## config.mk

```make
export PLATFORM = sky130hd
export DESIGN_NAME = lcd_subsystem
export DESIGN_NICKNAME = d
export VERILOG_FILES = /design/src/source/lcd_pkg.sv /design/src/source/lcd_init_seq.sv /design/src/source/lcd_pin_driver.sv /design/src/source/lcd_subsystem.sv /design/src/source/lcd_write_cycle.sv
export SDC_FILE = /design/constraint.sdc
export NUM_CORES = 1
export LEC_CHECK = 0
export BUFFER_PORTS_ARGS = -buffer_cell sky130_fd_sc_hd__buf_2
export CAP_MARGIN = 20
export CORE_ASPECT_RATIO = 2
export CORE_MARGIN = 1
export CORE_UTILIZATION = 54
export CTS_BUF_LIST = sky130_fd_sc_hd__clkbuf_8
export CTS_CLUSTER_DIAMETER = 120
export DETAILED_ROUTE_END_ITERATION = 10
export HOLD_SLACK_MARGIN = 0.1
export PLACE_DENSITY = 0.79
export SYNTH_ARGS = -nofsm -noshare
export SYNTH_HDL_FRONTEND = slang
export SYNTH_HIERARCHICAL = 1
export SYNTH_SLANG_ARGS = --single-unit
```

## constraint.sdc

```tcl
create_clock -name clk -period 2.15 [get_ports clk]
set_input_delay 0.215 -clock clk [delete_from_list [all_inputs] [get_ports clk]]
set_output_delay 0.215 -clock clk [all_outputs]
set_load 0.03 [all_outputs]
```

## src/source/lcd_pkg.sv

```systemverilog
package lcd_pkg;

	// time base, every delay below is in units of CLK_PER_US cycles
	localparam int CLK_PER_US = 1;	// one cycle per unit in simulation

	// power-up and init command timing
	localparam int T_POWER_UP   = 500 * CLK_PER_US;
	localparam int T_CMD_PULSE  = 10 * CLK_PER_US;	// e high per init command
	localparam int T_WAIT_FSET  = 50 * CLK_PER_US;
	localparam int T_WAIT_DISP  = 50 * CLK_PER_US;
	localparam int T_WAIT_CLEAR = 200 * CLK_PER_US;	// clear is the slow one
	localparam int T_WAIT_ENTRY = 100 * CLK_PER_US;

	// write cycle enable edges
	localparam int T_E_SETUP     = 1 * CLK_PER_US;	// rs/rw settle before e
	localparam int T_E_HIGH_END  = 14 * CLK_PER_US;
	localparam int T_E_LOW_END   = 27 * CLK_PER_US;
	localparam int T_WRITE_CYCLE = 50 * CLK_PER_US;	// minimum write length

	// a write never ends before the low half of the enable pulse completes
	localparam int T_WRITE_HOLD = (T_WRITE_CYCLE > T_E_LOW_END) ?
		T_WRITE_CYCLE : T_E_LOW_END;

	// largest count is the power-up wait
	localparam int CNT_BITS = $clog2(T_POWER_UP) + 1;

	// init command prefixes
	localparam logic [3:0] CMD_FSET_PREFIX  = 4'b0011;	// 8-bit bus, low 2 bits zero
	localparam logic [4:0] CMD_DISP_PREFIX  = 5'b00001;
	localparam logic [7:0] CMD_CLEAR        = 8'b00000001;
	localparam logic [5:0] CMD_ENTRY_PREFIX = 6'b000001;

	// widths
	localparam int CFG_BITS = 7;	// {fset[1:0], disp[2:0], entry[1:0]}
	localparam int BUS_BITS = 10;	// {rs, rw, data[7:0]}

endpackage

```

## src/source/lcd_init_seq.sv

```systemverilog
`timescale 1ns/100ps

module lcd_init_seq import lcd_pkg::*; (
	input  logic                clk,
	input  logic                rst,
	input  logic [CFG_BITS-1:0] init_cfg,
	output logic                init_e,
	output logic [7:0]          init_data,
	output logic                init_busy,
	output logic                init_done
);

	typedef enum logic [2:0] {
		PH_POWER,	// power-up wait
		PH_FSET,	// function set
		PH_DISP,	// display on/off control
		PH_CLEAR,	// display clear
		PH_ENTRY,	// entry mode set
		PH_DONE
	} phase_t;

	phase_t              phase;
	phase_t              phase_next;
	logic [CNT_BITS-1:0] cnt;
	logic [CNT_BITS-1:0] phase_last;	// final count of the current phase
	logic                cnt_wrap;
	logic                cmd_phase;
	logic [7:0]          cmd_byte;

	// each command phase is its pulse followed by its gap
	always_comb begin
		case (phase)
			PH_POWER: phase_last = CNT_BITS'(T_POWER_UP - 1);
			PH_FSET:  phase_last = CNT_BITS'(T_CMD_PULSE + T_WAIT_FSET - 1);
			PH_DISP:  phase_last = CNT_BITS'(T_CMD_PULSE + T_WAIT_DISP - 1);
			PH_CLEAR: phase_last = CNT_BITS'(T_CMD_PULSE + T_WAIT_CLEAR - 1);
			PH_ENTRY: phase_last = CNT_BITS'(T_CMD_PULSE + T_WAIT_ENTRY - 1);
			default:  phase_last = '0;
		endcase
	end

	always_comb begin
		case (phase)
			PH_POWER: phase_next = PH_FSET;
			PH_FSET:  phase_next = PH_DISP;
			PH_DISP:  phase_next = PH_CLEAR;
			PH_CLEAR: phase_next = PH_ENTRY;
			default:  phase_next = PH_DONE;
		endcase
	end

	// command bytes, prefix plus config field
	always_comb begin
		case (phase)
			PH_FSET:  cmd_byte = {CMD_FSET_PREFIX, init_cfg[6:5], 2'b00};
			PH_DISP:  cmd_byte = {CMD_DISP_PREFIX, init_cfg[4:2]};
			PH_CLEAR: cmd_byte = CMD_CLEAR;
			PH_ENTRY: cmd_byte = {CMD_ENTRY_PREFIX, init_cfg[1:0]};
			default:  cmd_byte = 8'h00;
		endcase
	end

	assign cnt_wrap  = (cnt == phase_last);
	assign cmd_phase = (phase != PH_POWER) && (phase != PH_DONE);

	always_ff @(posedge clk) begin
		if (rst) begin
			phase <= PH_POWER;
			cnt   <= '0;
		end else if (phase != PH_DONE) begin
			if (cnt_wrap) begin
				phase <= phase_next;
				cnt   <= '0;
			end else begin
				cnt <= cnt + 1'b1;
			end
		end
	end

	// e high only in the leading part of a command phase
	assign init_e    = cmd_phase && (cnt < CNT_BITS'(T_CMD_PULSE));
	assign init_data = init_e ? cmd_byte : 8'h00;	// quiet bus in the gaps
	assign init_busy = (phase != PH_DONE);
	assign init_done = (phase == PH_DONE);

	// done is sticky until the next reset
	a_done_sticky: assert property (
		@(posedge clk) init_done && !rst |=> init_done
	);

	// no init strobe once the write path owns the pins
	a_no_e_after_done: assert property (
		@(posedge clk) disable iff (rst) init_done |-> !init_e
	);

endmodule

```

## src/source/lcd_pin_driver.sv

```systemverilog
`timescale 1ns/100ps

module lcd_pin_driver (
	input  logic       clk,
	input  logic       rst,
	input  logic       init_done,
	input  logic       init_e,
	input  logic [7:0] init_data,
	input  logic       init_busy,
	input  logic       wr_e,
	input  logic       wr_rs,
	input  logic       wr_rw,
	input  logic [7:0] wr_data,
	input  logic       wr_busy,
	output logic       e,
	output logic       rs,
	output logic       rw,
	output logic [7:0] lcd_data,
	output logic       busy
);

	logic       sel_e;
	logic       sel_rs;
	logic       sel_rw;
	logic [7:0] sel_data;
	logic       sel_busy;
	logic       quiet;	// nothing going on at the selected source

	// init owns the pins until done, commands only so rs and rw stay low
	always_comb begin
		if (init_done) begin
			sel_e    = wr_e;
			sel_rs   = wr_rs;
			sel_rw   = wr_rw;
			sel_data = wr_data;
			sel_busy = wr_busy;
		end else begin
			sel_e    = init_e;
			sel_rs   = 1'b0;
			sel_rw   = 1'b0;
			sel_data = init_data;
			sel_busy = init_busy;
		end
	end

	assign quiet = !sel_e && !sel_busy;

	always_ff @(posedge clk) begin
		if (rst) begin
			e        <= 1'b0;
			rs       <= 1'b0;
			rw       <= 1'b0;
			lcd_data <= 8'h00;
			busy     <= 1'b0;
		end else begin
			e        <= sel_e;
			rs       <= quiet ? 1'b0 : sel_rs;
			rw       <= quiet ? 1'b0 : sel_rw;
			lcd_data <= quiet ? 8'h00 : sel_data;
			busy     <= init_busy | wr_busy;	// same cycle as the pins
		end
	end

	// the write path only starts once init has released the bus
	a_one_owner: assert property (
		@(posedge clk) disable iff (rst) !(init_busy && wr_busy)
	);

endmodule

```

## src/source/lcd_subsystem.sv

```systemverilog
`timescale 1ns/100ps

module lcd_subsystem import lcd_pkg::*; (
	input  logic                clk,
	input  logic                rst,
	input  logic [CFG_BITS-1:0] init_cfg,
	input  logic                lcd_enable,
	input  logic [BUS_BITS-1:0] lcd_bus,
	output logic                e,
	output logic                rs,
	output logic                rw,
	output logic [7:0]          lcd_data,
	output logic                busy
);

	// init sequencer side
	logic       init_e;
	logic [7:0] init_data;
	logic       init_busy;
	logic       init_done;

	// write cycle side
	logic       wr_e;
	logic       wr_rs;
	logic       wr_rw;
	logic [7:0] wr_data;
	logic       wr_busy;

	lcd_init_seq u_init_seq (
		.clk       (clk),
		.rst       (rst),
		.init_cfg  (init_cfg),
		.init_e    (init_e),
		.init_data (init_data),
		.init_busy (init_busy),
		.init_done (init_done)
	);

	lcd_write_cycle u_write_cycle (
		.clk        (clk),
		.rst        (rst),
		.init_done  (init_done),
		.lcd_enable (lcd_enable),
		.lcd_bus    (lcd_bus),
		.wr_e       (wr_e),
		.wr_rs      (wr_rs),
		.wr_rw      (wr_rw),
		.wr_data    (wr_data),
		.wr_busy    (wr_busy)
	);

	lcd_pin_driver u_pin_driver (
		.clk       (clk),
		.rst       (rst),
		.init_done (init_done),
		.init_e    (init_e),
		.init_data (init_data),
		.init_busy (init_busy),
		.wr_e      (wr_e),
		.wr_rs     (wr_rs),
		.wr_rw     (wr_rw),
		.wr_data   (wr_data),
		.wr_busy   (wr_busy),
		.e         (e),
		.rs        (rs),
		.rw        (rw),
		.lcd_data  (lcd_data),
		.busy      (busy)
	);

endmodule

```

## src/source/lcd_write_cycle.sv

```systemverilog
`timescale 1ns/100ps

module lcd_write_cycle import lcd_pkg::*; (
	input  logic                clk,
	input  logic                rst,
	input  logic                init_done,
	input  logic                lcd_enable,
	input  logic [BUS_BITS-1:0] lcd_bus,
	output logic                wr_e,
	output logic                wr_rs,
	output logic                wr_rw,
	output logic [7:0]          wr_data,
	output logic                wr_busy
);

	logic                active;	// write in progress
	logic [CNT_BITS-1:0] cnt;
	logic [BUS_BITS-1:0] word_q;	// latched bus word
	logic                accept;
	logic                hold_end;

	// enable is a plain level and anything seen while active is dropped
	assign accept   = init_done && !active && lcd_enable;
	assign hold_end = (cnt == CNT_BITS'(T_WRITE_HOLD));

	always_ff @(posedge clk) begin
		if (rst) begin
			active <= 1'b0;
			cnt    <= '0;
		end else if (accept) begin
			active <= 1'b1;
			cnt    <= '0;
		end else if (active) begin
			if (hold_end) begin
				active <= 1'b0;	// back to idle
				cnt    <= '0;
			end else begin
				cnt <= cnt + 1'b1;
			end
		end
	end

	always_ff @(posedge clk) begin
		if (accept) begin
			word_q <= lcd_bus;
		end
	end

	// e rises after the setup time and falls at the end of the high half
	// cnt rests at zero while idle so the window alone shapes e
	assign wr_e = (cnt >= CNT_BITS'(T_E_SETUP)) &&
		(cnt < CNT_BITS'(T_E_HIGH_END));

	assign wr_rs   = word_q[BUS_BITS-1];
	assign wr_rw   = word_q[BUS_BITS-2];
	assign wr_data = word_q[7:0];
	assign wr_busy = active;

	a_e_in_busy: assert property (
		@(posedge clk) disable iff (rst) wr_e |-> wr_busy
	);

	// at least one busy cycle of setup before e rises
	a_e_setup: assert property (
		@(posedge clk) disable iff (rst) $rose(wr_e) |-> $past(wr_busy)
	);

	// the word does not change under a running write
	a_word_stable: assert property (
		@(posedge clk) disable iff (rst) active ##1 active |-> $stable(word_q)
	);

endmodule
```

Word-level counts from Yosys, hierarchy flattened
Index checks and enable logic that the tools add are counted.
{"block": "word_totals", "wordCells": 53, "output_inout_bits": 12, "register_bits": 46, "inputBits": 20}
{"block": "classes", "magnitude_cmp": 3, "addsub": 2, "n_bitwise": 2, "eq_ne": 8, "reduce_logical": 16, "n_mux": 12}
{"cell": "$pmux 9 s4", "n": 1}
{"cell": "$pmux 6 s4", "n": 1}
{"cell": "$add 10x1->10 const B", "n": 2}
{"cell": "$lt 10x4->1 const B", "n": 2}
{"cell": "$mux 10", "n": 2}
{"cell": "$pmux 3 s4", "n": 1}
{"cell": "$eq 10x6->1 const B", "n": 1}
{"cell": "$eq 10x9->1", "n": 1}
{"cell": "$ge 10x1->1 const B", "n": 1}
{"cell": "$mux 8", "n": 1}
{"cell": "$eq 3x2->1 const B", "n": 2}
{"cell": "$eq 3x3->1 const B", "n": 2}
{"cell": "$logic_and 1x1->1", "n": 6}
{"cell": "$mux 6", "n": 1}
{"cell": "$reduce_or 2->1", "n": 3}
{"cell": "$mux 1", "n": 5}
{"cell": "$eq 3x1->1 const B", "n": 1}
{"cell": "$logic_not 1->1", "n": 3}
{"cell": "$logic_not 3->1", "n": 1}
{"cell": "$ne 3x3->1 const B", "n": 1}
{"cell": "$reduce_bool 3->1", "n": 1}
{"cell": "$reduce_or 3->1", "n": 1}
{"cell": "$reduce_and 2->1", "n": 1}
{"cell": "$not 1->1", "n": 1}
{"cell": "$or 1x1->1", "n": 1}

Logic depth before layout (Yosys ltp)
{"block": "logic_depth", "depth_word": 7, "ltp_mapped": 9, "mapped_depth_nobuf": 7}

Hierarchy
Netlist, hierarchy kept.
{"module": "lcd_init_seq", "seq_area_each_um2": 260.2, "instances": 1, "area_per_inst_um2": 1014.7, "cells_each": 132}
{"module": "lcd_write_cycle", "seq_area_each_um2": 520.5, "instances": 1, "area_per_inst_um2": 905.9, "cells_each": 73}
{"module": "lcd_pin_driver", "seq_area_each_um2": 240.2, "instances": 1, "area_per_inst_um2": 452.9, "cells_each": 39}

Worst setup path before layout
OpenSTA, ideal clock, no wires.
{"block": "synth_path", "path_kind": "register to register", "startpoint": "register u_init_seq.phase[0]", "endpoint": "register u_init_seq.phase[0]", "t_required_ns": 2.064, "t_arrival_ns": 1.973, "setup_time_ns": 0.086, "stages_incl_launch_ff": 7, "n_path_buf": 1, "period_less_slack_ns": 2.059, "path_slack_ns": 0.091, "cell_sequence": "dfxtp_1 buf_6 or3b_1 a311o_1 a2111o_1 a211o_1 a221oi_2"}
{"block": "synth_between", "elab_chain_cells": 5, "word_cells_on_any_way": 11, "classes_between": "6 x eq/ne; 2 x mux; 3 x reduce/logical"}
{"element": "start, declared", "line": "lcd_init_seq.sv:22", "text": "phase_t phase;"}
{"element": "start signal, assigned", "line": "lcd_init_seq.sv:72", "text": "phase <= phase_next;"}
{"element": "$eq 3x1->1 / $eq 3x2->1 (equally long branches)", "line": "lcd_init_seq.sv:32, lcd_init_seq.sv:43"}
{"element": "$reduce_or 2->1 (no line)"}
{"element": "$pmux 9 s4", "line": "lcd_init_seq.sv:32", "text": "case (phase)"}
{"element": "$eq 10x9->1", "line": "lcd_init_seq.sv:63", "text": "assign cnt_wrap = (cnt == phase_last);"}
{"element": "$reduce_and 2->1 (no line)"}
Parallel ways exist; a longest one is shown, timed or not.
A chain may end at the register's enable or synchronous reset.

Worst setup path after layout
{"block": "layout_path", "startpoint": "register u_init_seq.phase[1]", "endpoint": "register u_init_seq.phase[1]"}
The elaborated chain is that of the path after synthesis.

==> key figures <==
Cells and area
  • Final net count: 324
  • Synth-to-Final Area Change: 22.6%
  • Area used by multi-input combinational logic: 0.00123 mm²
  • Fill cells: 312
  • Layout cell share with drive strength beyond 1: 25.3%
  • Antenna Diode Count: 0
  • Final core area utilization: 69.8%
  • Final standard cell area without fillers: 0.00291 mm²
  • Post-layout instance count excluding filler cells: 352
  • Register area: 0.00103 mm²

Synthesis
  • Synth Register Bits: 46
  • Post-Synthesis Cells: 244
  • Post-synth top flop: sky130_fd_sc_hd__dfxtp_1
  • Mapped Area: 0.00237 mm²
  • Most area-consuming cells after synthesis: sky130_fd_sc_hd__dfxtp_1, sky130_fd_sc_hd__edfxtp_1, sky130_fd_sc_hd__nor2_1, sky130_fd_sc_hd__mux2i_1, sky130_fd_sc_hd__xor2_1
  • Cell taking the most area after synthesis: sky130_fd_sc_hd__dfxtp_1
  • Top cells by count, synth: sky130_fd_sc_hd__dfxtp_1, sky130_fd_sc_hd__nor2_1, sky130_fd_sc_hd__inv_1, sky130_fd_sc_hd__a21oi_1, sky130_fd_sc_hd__edfxtp_1
  • Leading cell type by number of instances after synthesis: sky130_fd_sc_hd__dfxtp_1
  • Sequential-to-total area share from yosys stat: 43.0%
  • Count of cell types in the netlist: 59
  • EDFF count, synth: 10
  • Fraction of registers with async set/reset: 0%
  • Area share of the leading cell type in the synthesized netlist: 30.4%
  • Number of warning messages in the yosys log: 6
  • Post-synthesis average cell area: 9.73 µm²

Global routing
  • Via count of the first global-routing pass: 1988
  • Fraction of met1 tracks used by global routing: 25.8%
  • Largest net degree at the start of global routing: 24
  • Wire length of the first global-routing pass: 9010 µm
  • Met3 routing resource usage after global routing: 3.48%
  • GR met2 Demand/Resource: 49.9%
  • Initial antenna violation count: 0
  • Overflow left after global routing: 0
  • Peak-usage layer in the global routing report: met2
  • GRT Overall Usage: 25.9%

STA
  • Worst slew margin relative to its limit: 64.9%
  • Worst clock skew: 6.39 ps
  • Slew of the pin with the lowest slew margin: 525 ps
  • Time the final worst path needs with I/O delays and setup: 2110 ps
  • Number of failing hold endpoints at the final stage: 0
  • Final period utilization: 98.1%
  • Max-slew violations: 0
  • Setup Total Neg Slack: 0 ps
  • Peak clock frequency supported by timing: 0.474 GHz
  • Total of endpoints with negative setup slack in the final report: 0

Setup path
  • Critical register-to-register path endpoint: u_init_seq/phase[1]
  • Crit path kind: flop to flop
  • Data required time at the worst endpoint: 2380 ps
  • Data arrival time of the critical path: 2340 ps
  • Depth of the worst register-to-register path: 8
  • Worst R2R Setup Slack: 40 ps
  • Critical path launch point: u_init_seq/phase[1]
  • Startpoint class of the critical path: flop
  • Worst-path fanout max: 5
  • Reg-to-Reg Start: u_init_seq/phase[1]
  • Critical path capture point type: flop

Detailed routing
  • Number of optimization iterations in the first detailed-route pass: 4
  • Post-detailed-route wirelength per cell: 15.9 µm
  • DR iter-0 viols: 76
  • Routed via count: 2020
  • Number of vias per cell after detailed routing: 5.74
  • Number of remaining DRC errors: 0
  • Antenna-violating nets left: 0
  • Final WL: 5600 µm

Worst hold path
  • Number of instances on the worst hold path: 2
  • Class of the tightest hold or removal check: input pin to flop
  • Worst Hold Endpoint: u_init_seq/phase[0]
  • Startpoint of the worst hold path: rst

Clock tree
  • Clk pin slew, worst setup/hold paths: 90 ps
  • Clock insertion delay at the later pin of the skew report: 310 ps
  • Maximum buffer depth of the clock tree: 2
  • TritonCTS clock tree: done
  • Number of H-tree levels: 2
  • Total clock sinks: 46
  • Library cell used as clock root buffer: sky130_fd_sc_hd__clkbuf_8
  • Total clock buffers created by CTS: 5

Place
  • Dpl cell area: 0.00264 mm²
  • Placed Instances: 331
  • HPWL reported at the end of detailed placement: 3800 µm
  • Count of buffers inserted at the top-level ports: 31
  • Gp weighted congestion: 0.861

Pwr
  • Post-layout total power: 0.00189 W
  • Power per standard cell area: 651 mW/mm²
  • VDD IR max: 0.699 mV
  • Pleak: 1.13 nW

Floorplan
  • Effective utilization at floorplan: 56.9%
  • Number of top-level design ports: 32
  • Floorplan row count: 33
  • Core area: 0.00417 mm²
  • Die Width: 48.9 µm
  • Die ar.: 0.00468 mm²
  • Die Y-Extent: 95.8 µm

Flow run
  • Maximum Capacitance Violations: 0

Run status
  • Outcome: finished, final reports clean
final cells by class:
cell class	count	area share, %
clock buffers	5	2.36
inverters	12	1.55
flip-flops and latches	46	35.4
well taps	52	2.24
clock inverters	3	2.36
multi-input cells	173	42.2
repair buffers	61	13.9
through the flow:
step	hold WS, ps	setup slack (ps)
final	186	41.2
after CTS	193	43.1
after floorplan	284	91.0
after global routing	181	-12.7
after detailed placement	394	58.5
after global placement	391	91.3
cells by family (layout without fill, tap and decap cells):
kind of cell	Yosys count	after routing	synth area share (%)
muxes	9	9	3.80
xor gates and xnor gates	16	16	5.90
DFF	46	46	43.0
adders and majority gates	5	5	2.64
and+or+nand+nor	96	96	24.4
AOI/OAI and AO/OA	45	45	14.6
buffers and inverters	26	81	5.48
other	1	2	0.158
cell usage in the layout (no fill, tap or decap), types with 2 or more instances in the layout:
cell type and count:
sky130_fd_sc_hd__nor2_1 25, sky130_fd_sc_hd__a2bb2oi_1 2, sky130_fd_sc_hd__buf_4 20, sky130_fd_sc_hd__and3_1 6, sky130_fd_sc_hd__dlygate4sd3_1 10, sky130_fd_sc_hd__inv_1 12
sky130_fd_sc_hd__o21ai_0 4, sky130_fd_sc_hd__edfxtp_1 10, sky130_fd_sc_hd__nor4_1 9, sky130_fd_sc_hd__nand3b_1 3, sky130_fd_sc_hd__a211o_1 2, sky130_fd_sc_hd__a2111oi_0 2
sky130_fd_sc_hd__a211oi_1 6, sky130_fd_sc_hd__nand4b_1 2, sky130_fd_sc_hd__a31oi_1 2, sky130_fd_sc_hd__dfxtp_1 33, sky130_fd_sc_hd__bufinv_16 2, sky130_fd_sc_hd__nand2b_1 2
sky130_fd_sc_hd__dfxtp_4 2, sky130_fd_sc_hd__nand3_1 7, sky130_fd_sc_hd__nand4_1 7, sky130_fd_sc_hd__nor3_1 6, sky130_fd_sc_hd__or2_2 2, sky130_fd_sc_hd__conb_1 2
sky130_fd_sc_hd__xnor2_1 7, sky130_fd_sc_hd__mux2i_1 9, sky130_fd_sc_hd__a21oi_1 10, sky130_fd_sc_hd__nand2_1 8, sky130_fd_sc_hd__ha_1 5, sky130_fd_sc_hd__o211ai_1 2
sky130_fd_sc_hd__nor2b_1 4, sky130_fd_sc_hd__xor2_1 9, sky130_fd_sc_hd__clkbuf_8 5, sky130_fd_sc_hd__nor4bb_1 2, sky130_fd_sc_hd__buf_2 31, sky130_fd_sc_hd__o22ai_1 2
routing by layer:
layer,vias to the layer above,part of all wire (%)
met3,16,2.0
met2,46,57
met1,962,37
li1,996,-
met5,-,0
met4,0,3.7
worst max path at each step:
stage	end	slack [ps]	cells past startpoint
6_report	u_init_seq/phase[1]	40	8
4_1_cts	u_init_seq/phase[0]	40	5
3_5_place_dp	u_init_seq/phase[0]	60	5
3_3_place_gp	u_init_seq/phase[0]	90	5
2_1_floorplan	u_init_seq/phase[0]	90	6
5_1_grt	u_init_seq/phase[1]	-10	8
flip-flops by register name, indices dropped and copies added, names as in the netlist:
| signal | flops |
|---|---|
| u_write_cycle/cnt | 10 |
| u_write_cycle/word_q | 10 |
| u_init_seq/phase | 3 |
| u_write_cycle/wr_busy | 1 |
| u_pin_driver/lcd_data | 8 |
| u_init_seq/cnt | 10 |
| u_pin_driver/rs | 1 |
| u_pin_driver/e | 1 |
| u_pin_driver/rw | 1 |
| u_pin_driver/busy | 1 |
report_power, final:
group | leakage (nW) | total [W] | internal, W | switching [W]
Clock | 0.0683 | 0.000770 | 0.000466 | 0.000304
Sequential | 0.384 | 0.000914 | 0.000900 | 0.0000138
Combinational | 0.673 | 0.000210 | 0.0000952 | 0.000115
Total | 1.13 | 0.00189 | 0.00146 | 0.000433
repair_timing:
item                                    in CTS  in global routing
setup buffers                                0                  3
hold buffers                                10                  0
endpoints found under the hold margin       10                  0
endpoints found under the setup margin       0                  6
gates resized for setup                      0                  6
worst max-delay path: stages, from the launching register on:
cell and delay, ps:
sky130_fd_sc_hd__dfxtp_4 370, sky130_fd_sc_hd__buf_4 150, sky130_fd_sc_hd__xnor2_1 140, sky130_fd_sc_hd__a2111oi_0 420, sky130_fd_sc_hd__o221ai_1 290, sky130_fd_sc_hd__buf_4 210, sky130_fd_sc_hd__buf_4 130, sky130_fd_sc_hd__nand4b_1 160
sky130_fd_sc_hd__o211ai_1 170
No activity file was read; power rests on OpenSTA's default activity.
